===== config.mk =====
export PLATFORM = sky130hd
export DESIGN_NAME = serial_alu_top
export DESIGN_NICKNAME = d
export VERILOG_FILES = /design/src/verilog/serial_alu_pkg.sv /design/src/verilog/sync_fifo.sv /design/src/verilog/apb_cmd_port.sv /design/src/verilog/serial_sequencer.sv /design/src/verilog/serial_datapath.sv /design/src/verilog/serial_alu_top.sv
export VERILOG_INCLUDE_DIRS = /design/src /design/src/verilog
export SDC_FILE = /design/constraint.sdc
export NUM_CORES = 1
export LEC_CHECK = 0
export CAP_MARGIN = 40
export CORE_UTILIZATION = 35
export DETAILED_ROUTE_END_ITERATION = 6
export DONT_BUFFER_PORTS = 1
export GPL_ROUTABILITY_DRIVEN = 0
export GPL_TIMING_DRIVEN = 0
export SLEW_MARGIN = 0
export SYNTH_ARGS = -nofsm -noshare
export SYNTH_HDL_FRONTEND = slang
export SYNTH_HIERARCHICAL = 1
export SYNTH_SLANG_ARGS = --single-unit
export TNS_END_PERCENT = 1

===== constraint.sdc =====
create_clock -name i_clk -period 5.13 [get_ports i_clk]
set_clock_uncertainty 0.2 [all_clocks]
set_input_delay 0.513 -clock i_clk [delete_from_list [all_inputs] [get_ports i_clk]]
set_output_delay 0.513 -clock i_clk [all_outputs]
set_load 0.05 [all_outputs]

===== src/verilog/serial_alu_macros.svh =====
`ifndef SERIAL_ALU_MACROS_SVH
`define SERIAL_ALU_MACROS_SVH

`define SA_XLEN        32
`define SA_FIFO_DEPTH  4

// ------------------------------------------------------------------------
// APB register map (byte offsets)
// ------------------------------------------------------------------------
`define SA_REG_OPA     8'h00
`define SA_REG_OPB     8'h04
`define SA_REG_CMD     8'h08
`define SA_REG_STATUS  8'h0C
`define SA_REG_RVAL    8'h10
`define SA_REG_RINFO   8'h14

`endif


===== src/verilog/serial_alu_pkg.sv =====
`default_nettype none

`include "serial_alu_macros.svh"

package serial_alu_pkg;

   typedef enum logic [2:0] {
      OP_ADD = 3'd0,
      OP_SUB = 3'd1,
      OP_SLT = 3'd2,                        // signed less-than, two passes
      OP_SLL = 3'd3,                        // shift left, two passes
      OP_BRK = 3'd4                         // 5..7 are illegal
   } op_e;

   typedef enum logic [1:0] {
      ST_IDLE = 2'd0,
      ST_INIT = 2'd1,
      ST_RUN  = 2'd2,
      ST_TRAP = 2'd3
   } seq_state_e;

   typedef enum logic [3:0] {
      CAUSE_NONE    = 4'd0,
      CAUSE_ILLEGAL = 4'd2,
      CAUSE_BREAK   = 4'd3
   } cause_e;

   typedef struct packed {
      op_e                 op;
      logic [3:0]          tag;
      logic [`SA_XLEN-1:0] opa;
      logic [`SA_XLEN-1:0] opb;
   } cmd_t;                                 // 71 bits

   typedef struct packed {
      logic [3:0]          tag;
      cause_e              cause;
      logic [`SA_XLEN-1:0] value;
   } result_t;                              // 40 bits

endpackage

`default_nettype wire


===== src/verilog/sync_fifo.sv =====
`timescale 1ns/10ps
`default_nettype none

`include "serial_alu_macros.svh"

module sync_fifo #(
   parameter int WIDTH = 8
) (
   input  wire logic             i_clk,
   input  wire logic             i_rst,
   input  wire logic             i_push,
   input  wire logic [WIDTH-1:0] i_data,
   input  wire logic             i_ready,
   output logic      [WIDTH-1:0] o_data,
   output logic                  o_valid,
   output logic                  o_full,
   output logic      [2:0]       o_count
);

   localparam int         PTR_W     = $clog2(`SA_FIFO_DEPTH);
   localparam logic [2:0] DEPTH_CNT = 3'(`SA_FIFO_DEPTH);

   logic [WIDTH-1:0] mem [`SA_FIFO_DEPTH];
   logic [PTR_W-1:0] wr_ptr;
   logic [PTR_W-1:0] rd_ptr;
   logic [2:0]       count;
   logic             do_push;
   logic             do_pop;

   assign do_push = i_push & ~o_full;       // drop when full
   assign do_pop  = i_ready & o_valid;      // ignore when empty

   assign o_data  = mem[rd_ptr];
   assign o_valid = (count != 3'd0);
   assign o_full  = (count == DEPTH_CNT);
   assign o_count = count;

   always_ff @(posedge i_clk) begin
      if (do_push) begin
         mem[wr_ptr] <= i_data;
      end
   end

   always_ff @(posedge i_clk) begin
      if (i_rst) begin
         wr_ptr <= '0;
         rd_ptr <= '0;
         count  <= 3'd0;
      end else begin
         if (do_push) begin
            wr_ptr <= wr_ptr + PTR_W'(1);
         end
         if (do_pop) begin
            rd_ptr <= rd_ptr + PTR_W'(1);
         end
         case ({do_push, do_pop})
            2'b10:   count <= count + 3'd1;
            2'b01:   count <= count - 3'd1;
            default: count <= count;        // both or neither
         endcase
      end
   end

endmodule

`default_nettype wire


===== src/verilog/apb_cmd_port.sv =====
`timescale 1ns/10ps
`default_nettype none

`include "serial_alu_macros.svh"

module apb_cmd_port (
   input  wire logic                    i_clk,
   input  wire logic                    i_rst,
   input  wire logic                    i_psel,
   input  wire logic                    i_penable,
   input  wire logic                    i_pwrite,
   input  wire logic [7:0]              i_paddr,
   input  wire logic [31:0]             i_pwdata,
   output logic      [31:0]             o_prdata,
   output logic                         o_pready,
   output logic                         o_pslverr,
   input  wire logic                    i_cmd_full,
   input  wire logic                    i_res_valid,
   input  wire serial_alu_pkg::result_t i_res,
   input  wire logic [2:0]              i_res_count,
   output logic                         o_cmd_push,
   output serial_alu_pkg::cmd_t         o_cmd,
   output logic                         o_res_pop
);
   import serial_alu_pkg::*;

   logic                access;
   logic                wr_en;
   logic                rd_en;
   logic                res_sel;
   logic [`SA_XLEN-1:0] opa_q;
   logic [`SA_XLEN-1:0] opb_q;

   assign access   = i_psel & i_penable;    // access phase only
   assign wr_en    = access & i_pwrite;
   assign rd_en    = access & ~i_pwrite;
   assign res_sel  = (i_paddr == `SA_REG_RVAL) | (i_paddr == `SA_REG_RINFO);
   assign o_pready = 1'b1;                  // no wait states

   assign o_cmd_push = wr_en & (i_paddr == `SA_REG_CMD) & ~i_cmd_full;
   assign o_res_pop  = rd_en & (i_paddr == `SA_REG_RINFO) & i_res_valid;

   assign o_pslverr = (wr_en & (i_paddr == `SA_REG_CMD) & i_cmd_full) |
                      (rd_en & res_sel & ~i_res_valid);

   // ------------------------------------------------------------------------
   // operand registers and command assembly
   // ------------------------------------------------------------------------
   always_ff @(posedge i_clk) begin
      if (i_rst) begin
         opa_q <= '0;
         opb_q <= '0;
      end else if (wr_en) begin
         if (i_paddr == `SA_REG_OPA) begin
            opa_q <= i_pwdata;
         end
         if (i_paddr == `SA_REG_OPB) begin
            opb_q <= i_pwdata;
         end
      end
   end

   always_comb begin
      o_cmd.op  = op_e'(i_pwdata[2:0]);     // illegal codes pass through
      o_cmd.tag = i_pwdata[7:4];
      o_cmd.opa = opa_q;
      o_cmd.opb = opb_q;
   end

   // ------------------------------------------------------------------------
   // read data mux
   // ------------------------------------------------------------------------
   always_comb begin
      o_prdata = '0;
      case (i_paddr)
         `SA_REG_STATUS: begin
            o_prdata[0]    = i_cmd_full;
            o_prdata[10:8] = i_res_count;
         end
         `SA_REG_RVAL: begin
            if (i_res_valid) begin
               o_prdata = i_res.value;      // peek, no pop
            end
         end
         `SA_REG_RINFO: begin
            if (i_res_valid) begin
               o_prdata = {24'd0, i_res.cause, i_res.tag};
            end
         end
         default: o_prdata = '0;
      endcase
   end

endmodule

`default_nettype wire


===== src/verilog/serial_sequencer.sv =====
`timescale 1ns/10ps
`default_nettype none

module serial_sequencer (
   input  wire logic                 i_clk,
   input  wire logic                 i_rst,
   input  wire logic                 i_cmd_valid,
   input  wire serial_alu_pkg::cmd_t i_cmd,
   input  wire logic                 i_res_full,
   output logic                      o_cmd_ready,
   output logic                      o_load,
   output serial_alu_pkg::op_e       o_op,
   output logic                      o_init,
   output logic                      o_run,
   output logic                      o_trap,
   output logic      [4:0]           o_cnt,
   output logic                      o_cnt_done,
   output logic                      o_stage_two
);
   import serial_alu_pkg::*;

   seq_state_e state_q;
   logic       held_q;                      // popped, not yet decoded
   logic       stage_two_q;
   logic [4:0] cnt_q;
   op_e        op_q;
   logic       two_stage_op;
   logic       trap_op;

   always_comb begin
      two_stage_op = (op_q == OP_SLT) || (op_q == OP_SLL);
      trap_op      = !(op_q inside {OP_ADD, OP_SUB, OP_SLT, OP_SLL});
   end

   // hold off popping while the result queue has no room
   assign o_cmd_ready = (state_q == ST_IDLE) & ~held_q & ~stage_two_q & ~i_res_full;
   assign o_load      = o_cmd_ready & i_cmd_valid;

   assign o_init      = (state_q == ST_INIT);
   assign o_run       = (state_q == ST_RUN);
   assign o_trap      = (state_q == ST_TRAP);
   assign o_cnt       = cnt_q;
   assign o_cnt_done  = (cnt_q == 5'd31) & (o_init | o_run);   // last bit of a pass
   assign o_stage_two = stage_two_q;
   assign o_op        = op_q;

   always_ff @(posedge i_clk) begin
      if (o_load) begin
         op_q <= i_cmd.op;
      end
   end

   // ------------------------------------------------------------------------
   // state machine and bit counter
   // ------------------------------------------------------------------------
   always_ff @(posedge i_clk) begin
      if (i_rst) begin
         state_q     <= ST_IDLE;
         held_q      <= 1'b0;
         stage_two_q <= 1'b0;
         cnt_q       <= 5'd0;
      end else begin
         if (o_load) begin
            held_q <= 1'b1;
         end
         if (state_q != ST_IDLE) begin
            cnt_q <= cnt_q + 5'd1;          // wraps to 0 after a pass
         end
         case (state_q)
            ST_IDLE: begin
               if (stage_two_q) begin
                  state_q <= ST_RUN;        // second pass of SLT/SLL
               end else if (held_q && !i_res_full) begin
                  held_q <= 1'b0;
                  if (trap_op) begin
                     state_q <= ST_TRAP;
                  end else if (two_stage_op) begin
                     state_q <= ST_INIT;
                  end else begin
                     state_q <= ST_RUN;
                  end
               end
            end
            ST_INIT: begin
               if (o_cnt_done) begin
                  state_q     <= ST_IDLE;
                  stage_two_q <= 1'b1;
               end
            end
            ST_RUN: begin
               if (o_cnt_done) begin
                  state_q     <= ST_IDLE;
                  stage_two_q <= 1'b0;
               end
            end
            ST_TRAP: begin
               state_q <= ST_IDLE;          // single cycle
               cnt_q   <= 5'd0;
            end
            default: state_q <= ST_IDLE;
         endcase
      end
   end

endmodule

`default_nettype wire


===== src/verilog/serial_datapath.sv =====
`timescale 1ns/10ps
`default_nettype none

`include "serial_alu_macros.svh"

module serial_datapath (
   input  wire logic                 i_clk,
   input  wire logic                 i_rst,
   input  wire logic                 i_load,
   input  wire serial_alu_pkg::cmd_t i_cmd,
   input  wire logic                 i_init,
   input  wire logic                 i_run,
   input  wire logic                 i_trap,
   input  wire logic [4:0]           i_cnt,
   input  wire logic                 i_cnt_done,
   input  wire logic                 i_stage_two,
   output logic                      o_res_valid,
   output serial_alu_pkg::result_t   o_res
);
   import serial_alu_pkg::*;

   localparam int XW = `SA_XLEN;

   logic [XW-1:0] opa_q;
   logic [XW-1:0] opb_q;
   logic [XW-1:0] res_q;
   op_e           op_q;
   logic [3:0]    tag_q;
   cause_e        cause_q;
   logic          carry_q;
   logic [4:0]    shamt_q;
   logic          slt_q;
   logic          invert_b;
   logic          a_bit;
   logic          b_bit;
   logic          sum_bit;
   logic          carry_out;
   logic          sll_hold;
   logic          res_bit;

   // ------------------------------------------------------------------------
   // serial adder and result bit select
   // ------------------------------------------------------------------------
   always_comb begin
      invert_b  = (op_q == OP_SUB) || (op_q == OP_SLT);
      a_bit     = opa_q[0];
      b_bit     = opb_q[0] ^ invert_b;
      sum_bit   = a_bit ^ b_bit ^ carry_q;
      carry_out = (a_bit & b_bit) | (carry_q & (a_bit ^ b_bit));
      sll_hold  = i_run && (op_q == OP_SLL) && (i_cnt < shamt_q);   // shifted-in zeros
      if (!i_stage_two) begin
         res_bit = sum_bit;
      end else if (op_q == OP_SLT) begin
         res_bit = (i_cnt == 5'd0) & slt_q;
      end else begin
         res_bit = sll_hold ? 1'b0 : a_bit;
      end
   end

   // operands rotate so they are intact again after a full INIT pass
   always_ff @(posedge i_clk) begin
      if (i_load) begin
         opa_q <= i_cmd.opa;
         opb_q <= i_cmd.opb;
         op_q  <= i_cmd.op;
         tag_q <= i_cmd.tag;
      end else if (i_init || i_run) begin
         if (!sll_hold) begin
            opa_q <= {opa_q[0], opa_q[XW-1:1]};
         end
         opb_q <= {opb_q[0], opb_q[XW-1:1]};
      end
      if (i_run) begin
         res_q <= {res_bit, res_q[XW-1:1]};   // lsb first
      end else if (i_trap) begin
         res_q <= '0;
      end
   end

   always_ff @(posedge i_clk) begin
      if (i_rst) begin
         o_res_valid <= 1'b0;
         carry_q     <= 1'b0;
         shamt_q     <= 5'd0;
         slt_q       <= 1'b0;
         cause_q     <= CAUSE_NONE;
      end else begin
         o_res_valid <= (i_run & i_cnt_done) | i_trap;
         if (i_load) begin
            carry_q <= (i_cmd.op == OP_SUB) || (i_cmd.op == OP_SLT);   // +1 for two's compl
            cause_q <= CAUSE_NONE;
         end else if (i_init || i_run) begin
            carry_q <= carry_out;
         end
         if (i_init && (op_q == OP_SLL) && (i_cnt < 5'd5)) begin
            shamt_q[i_cnt[2:0]] <= opb_q[0];
         end
         if (i_init && i_cnt_done) begin
            slt_q <= a_bit ^ b_bit ^ carry_out;   // sign corrected for overflow
         end
         if (i_trap) begin
            cause_q <= (op_q == OP_BRK) ? CAUSE_BREAK : CAUSE_ILLEGAL;
         end
      end
   end

   always_comb begin
      o_res.tag   = tag_q;
      o_res.cause = cause_q;
      o_res.value = res_q;
   end

endmodule

`default_nettype wire


===== src/verilog/serial_alu_top.sv =====
`timescale 1ns/10ps
`default_nettype none

module serial_alu_top (
   input  wire logic        i_clk,
   input  wire logic        i_rst,
   input  wire logic        i_psel,
   input  wire logic        i_penable,
   input  wire logic        i_pwrite,
   input  wire logic [7:0]  i_paddr,
   input  wire logic [31:0] i_pwdata,
   output logic      [31:0] o_prdata,
   output logic             o_pready,
   output logic             o_pslverr
);
   import serial_alu_pkg::*;

   cmd_t       cmd_wr;
   cmd_t       cmd_head;
   logic       cmd_push;
   logic       cmd_pop;
   logic       cmd_valid;
   logic       cmd_full;
   result_t    res_new;
   result_t    res_head;
   logic       res_push;
   logic       res_pop;
   logic       res_valid;
   logic       res_full;
   logic [2:0] res_count;
   logic       seq_load;
   logic       seq_init;
   logic       seq_run;
   logic       seq_trap;
   logic [4:0] seq_cnt;
   logic       seq_cnt_done;
   logic       seq_stage_two;

   // ------------------------------------------------------------------------
   // host side
   // ------------------------------------------------------------------------
   apb_cmd_port apb_cmd_port_i (
      .i_clk       (i_clk),
      .i_rst       (i_rst),
      .i_psel      (i_psel),
      .i_penable   (i_penable),
      .i_pwrite    (i_pwrite),
      .i_paddr     (i_paddr),
      .i_pwdata    (i_pwdata),
      .o_prdata    (o_prdata),
      .o_pready    (o_pready),
      .o_pslverr   (o_pslverr),
      .i_cmd_full  (cmd_full),
      .i_res_valid (res_valid),
      .i_res       (res_head),
      .i_res_count (res_count),
      .o_cmd_push  (cmd_push),
      .o_cmd       (cmd_wr),
      .o_res_pop   (res_pop)
   );

   sync_fifo #(.WIDTH($bits(cmd_t))) cmd_fifo_i (
      .i_clk   (i_clk),
      .i_rst   (i_rst),
      .i_push  (cmd_push),
      .i_data  (cmd_wr),
      .i_ready (cmd_pop),
      .o_data  (cmd_head),
      .o_valid (cmd_valid),
      .o_full  (cmd_full),
      .o_count ()                           // occupancy not needed here
   );

   sync_fifo #(.WIDTH($bits(result_t))) res_fifo_i (
      .i_clk   (i_clk),
      .i_rst   (i_rst),
      .i_push  (res_push),
      .i_data  (res_new),
      .i_ready (res_pop),
      .o_data  (res_head),
      .o_valid (res_valid),
      .o_full  (res_full),
      .o_count (res_count)
   );

   // ------------------------------------------------------------------------
   // execution side
   // ------------------------------------------------------------------------
   serial_sequencer serial_sequencer_i (
      .i_clk       (i_clk),
      .i_rst       (i_rst),
      .i_cmd_valid (cmd_valid),
      .i_cmd       (cmd_head),
      .i_res_full  (res_full),
      .o_cmd_ready (cmd_pop),
      .o_load      (seq_load),
      .o_op        (),                      // decoded op, debug visibility only
      .o_init      (seq_init),
      .o_run       (seq_run),
      .o_trap      (seq_trap),
      .o_cnt       (seq_cnt),
      .o_cnt_done  (seq_cnt_done),
      .o_stage_two (seq_stage_two)
   );

   serial_datapath serial_datapath_i (
      .i_clk       (i_clk),
      .i_rst       (i_rst),
      .i_load      (seq_load),
      .i_cmd       (cmd_head),              // head is still valid on the pop cycle
      .i_init      (seq_init),
      .i_run       (seq_run),
      .i_trap      (seq_trap),
      .i_cnt       (seq_cnt),
      .i_cnt_done  (seq_cnt_done),
      .i_stage_two (seq_stage_two),
      .o_res_valid (res_push),
      .o_res       (res_new)
   );

endmodule

`default_nettype wire


==> flow_summary.json <==
{
  "status": "finished clean",
  "timing.setup.tns_ns": 0,
  "cts_tree": "yes",
  "drv_slew": 0,
  "crit_path_start": "serial_sequencer_i/state_q[0]",
  "worstMarginPinSlew_ns": 0.9003,
  "ir_drop_v": 0.0002781,
  "clkTransAtPathRegs_ns": 0.06,
  "ys_warn_count": 6,
  "drc": 0,
  "crit_chain": "inv_1 > ha_1 > buf_6 > nor4b_4 > nand2_1 > inv_1 > buf_2 > buf_2 > buf_2 > inv_1 > a21boi_4 > buf_16",
  "grt_max_degree": 50,
  "die-area_mm2": 0.07432,
  "cts_buffers": 70,
  "period_share_pct": 78.03,
  "pwr-share-comb_pct": 6.4,
  "grt_remaining_overflow": 0,
  "maxCapViolCount": 0,
  "rsz0062_at_grt": "false",
  "pwr-share-seq_pct": 51.5,
  "power.switching_uw": 2621,
  "cp.arrival_ns": 4.11,
  "multiInputGateArea_mm2": 0.006457,
  "syn_to_final_growth_pct": 16.54,
  "drt-total-wl_mm": 50.72,
  "hp-start": "i_pwdata[11]",
  "antenna_found_initial": 2,
  "grt_pass1_vias": 12880,
  "pin_count": 79,
  "drive_above_1_share_pct": 23.86,
  "insertion_delay_ns": 0.62,
  "first_pass_iters": 5,
  "grt_pass1_wl_mm": 77.52,
  "p_total_uw": 12070,
  "clockPowerShare_pct": 42.2,
  "dp_cells": 2316,
  "vias_per_cell": 4.912,
  "root_buffer": "clkbuf_16",
  "grt_use_total_pct": 13.90,
  "switching_share_pct": 21.72,
  "syn_area_per_cell_um2": 18.96,
  "hp-class": "input pin to register",
  "cp_num_buf_inv": 8,
  "cts_buffer_depth": 3,
  "post_cts_resized": 0,
  "vias": 12180,
  "start_kind": "register",
  "power.internal_uw": 9445,
  "synth_cells": 1352,
  "cp-end-kind": "register",
  "relSlewSlack_pct": 39.76,
  "num_antenna_cells": 0,
  "critPathTopFamily": "buffers and inverters",
  "synth_area_mm2": 0.02563,
  "drtIter0Drc": 833,
  "hold_viol": 0,
  "start_util_pct": 35.61,
  "ctsHtreeMaxLevel": 3,
  "port-buffer-count": 0,
  "place_hpwl_mm": 31.74,
  "ff_latch_area_mm2": 0.01851,
  "worstSetupPathType": "register to register",
  "final_cell_count_no_fill": 2480,
  "cellLeakagePower_uw": 0.01014,
  "max_stage_delay_ns": 0.62,
  "n_fill_cell": 6280,
  "crit_fanout": 18,
  "core_area_mm2": 0.07198,
  "r2r-start": "serial_sequencer_i/state_q[0]",
  "cts_setup_buffers": 0,
  "power-per-cell-area_mw_per_mm2": 403.9,
  "max_freq_ghz": 0.2498,
  "final-setup-viol-count": 0,
  "layout_min_cycle_time_ns": 4.003,
  "ant_nets": 0,
  "clock-sinks": 650,
  "fp.dieW_um": 272.6,
  "row_count": 98,
  "wl_per_cell_um": 20.45,
  "cts_hold_buf": 32,
  "final_nets": 1542,
  "cp.required_ns": 5.24,
  "die_h_um": 272.6,
  "finish.utilization_pct": 41.50,
  "cp_slowest_cell": "a21boi_4"
}
path summary, 6_finish.rpt:
path	end	slack, ns	depth (start not counted)
hold reg to reg	serial_datapath_i/shamt_q[0]	0.29	2
setup / recovery	serial_datapath_i/opa_q[22]	1.13	12
hold / removal	apb_cmd_port_i/opa_q[11]	0.06	2
setup reg to reg	serial_datapath_i/opa_q[22]	1.13	12
stage by stage:
stage / setup slack [ns] / hold slack (ns) / cell area, um^2
3_5_place_dp: 1.007 / 0.2814 / 27140
3_3_place_gp: -2.166 / 0.2737 / 26820
4_1_cts: 1.004 / 0.01506 / 29860
5_1_grt: 0.7819 / 0.05623 / 29870
6_report: 1.127 / 0.05660 / 29870
2_1_floorplan: 0.08974 / 0.2520 / 25640
power groups by stage:
| stage | clock [uW] | combinational [uW] | sequential, uW |
|---|---|---|---|
| 3_3_place_gp | 0 | 664 | 6340 |
| 5_1_grt | 5410 | 841 | 6230 |
| 2_1_floorplan | 0 | 493 | 6280 |
| 3_5_place_dp | 0 | 752 | 6320 |
| 4_1_cts | 5210 | 783 | 6210 |
| 6_report | 5090 | 769 | 6210 |
area by class of cell:
cell class | count | share of cell area [%]
flip-flops and latches | 650 | 61.96
multi-input cells | 600 | 21.62
clock buffers | 98 | 6.559
well taps | 950 | 3.979
repair buffers | 47 | 2.073
plain buffers | 72 | 1.969
clock inverters | 32 | 1.453
inverters | 31 | 0.3895
metal layers:
layer,GRT usage [%],part of all wire [%]
met4,3.977,1.9
met2,23.09,49
met3,2.706,4.2
met1,18.49,44
met5,0,0.059
layout by cell type, fill, tap and decap left out, types with 5 or more instances in the layout:
cell,instances
mux4_2,110
mux2i_1,83
clkinv_2,6
a21oi_1,12
buf_16,6
clkinv_1,8
buf_12,18
buf_2,22
clkbuf_8,6
o21ai_0,8
ha_1,21
dfxtp_1,101
buf_4,16
xnor2_1,6
nand2b_1,101
mux2_2,63
bufinv_16,6
inv_1,31
clkbuf_16,72
edfxtp_1,549
or3_1,6
clkbuf_1,37
nor2_1,38
and2_1,54
dlygate4sd3_1,32
buf_6,5
nand2_1,6
xor2_1,8
nor3_1,7
sequential cells by signal, indices dropped and copies added, names as in the netlist, 4 cells and up, named ones only:
signal / flops
serial_datapath_i/opa_q: 32
serial_datapath_i/res_q: 32
serial_sequencer_i/o_cnt: 5
res_fifo_i/mem: 160
apb_cmd_port_i/opa_q: 32
apb_cmd_port_i/opb_q: 32
serial_datapath_i/shamt_q: 5
cmd_fifo_i/mem: 284
serial_datapath_i/tag_q: 4
serial_datapath_i/opb_q: 32
Note: power is estimated with default switching activity, not from simulation.
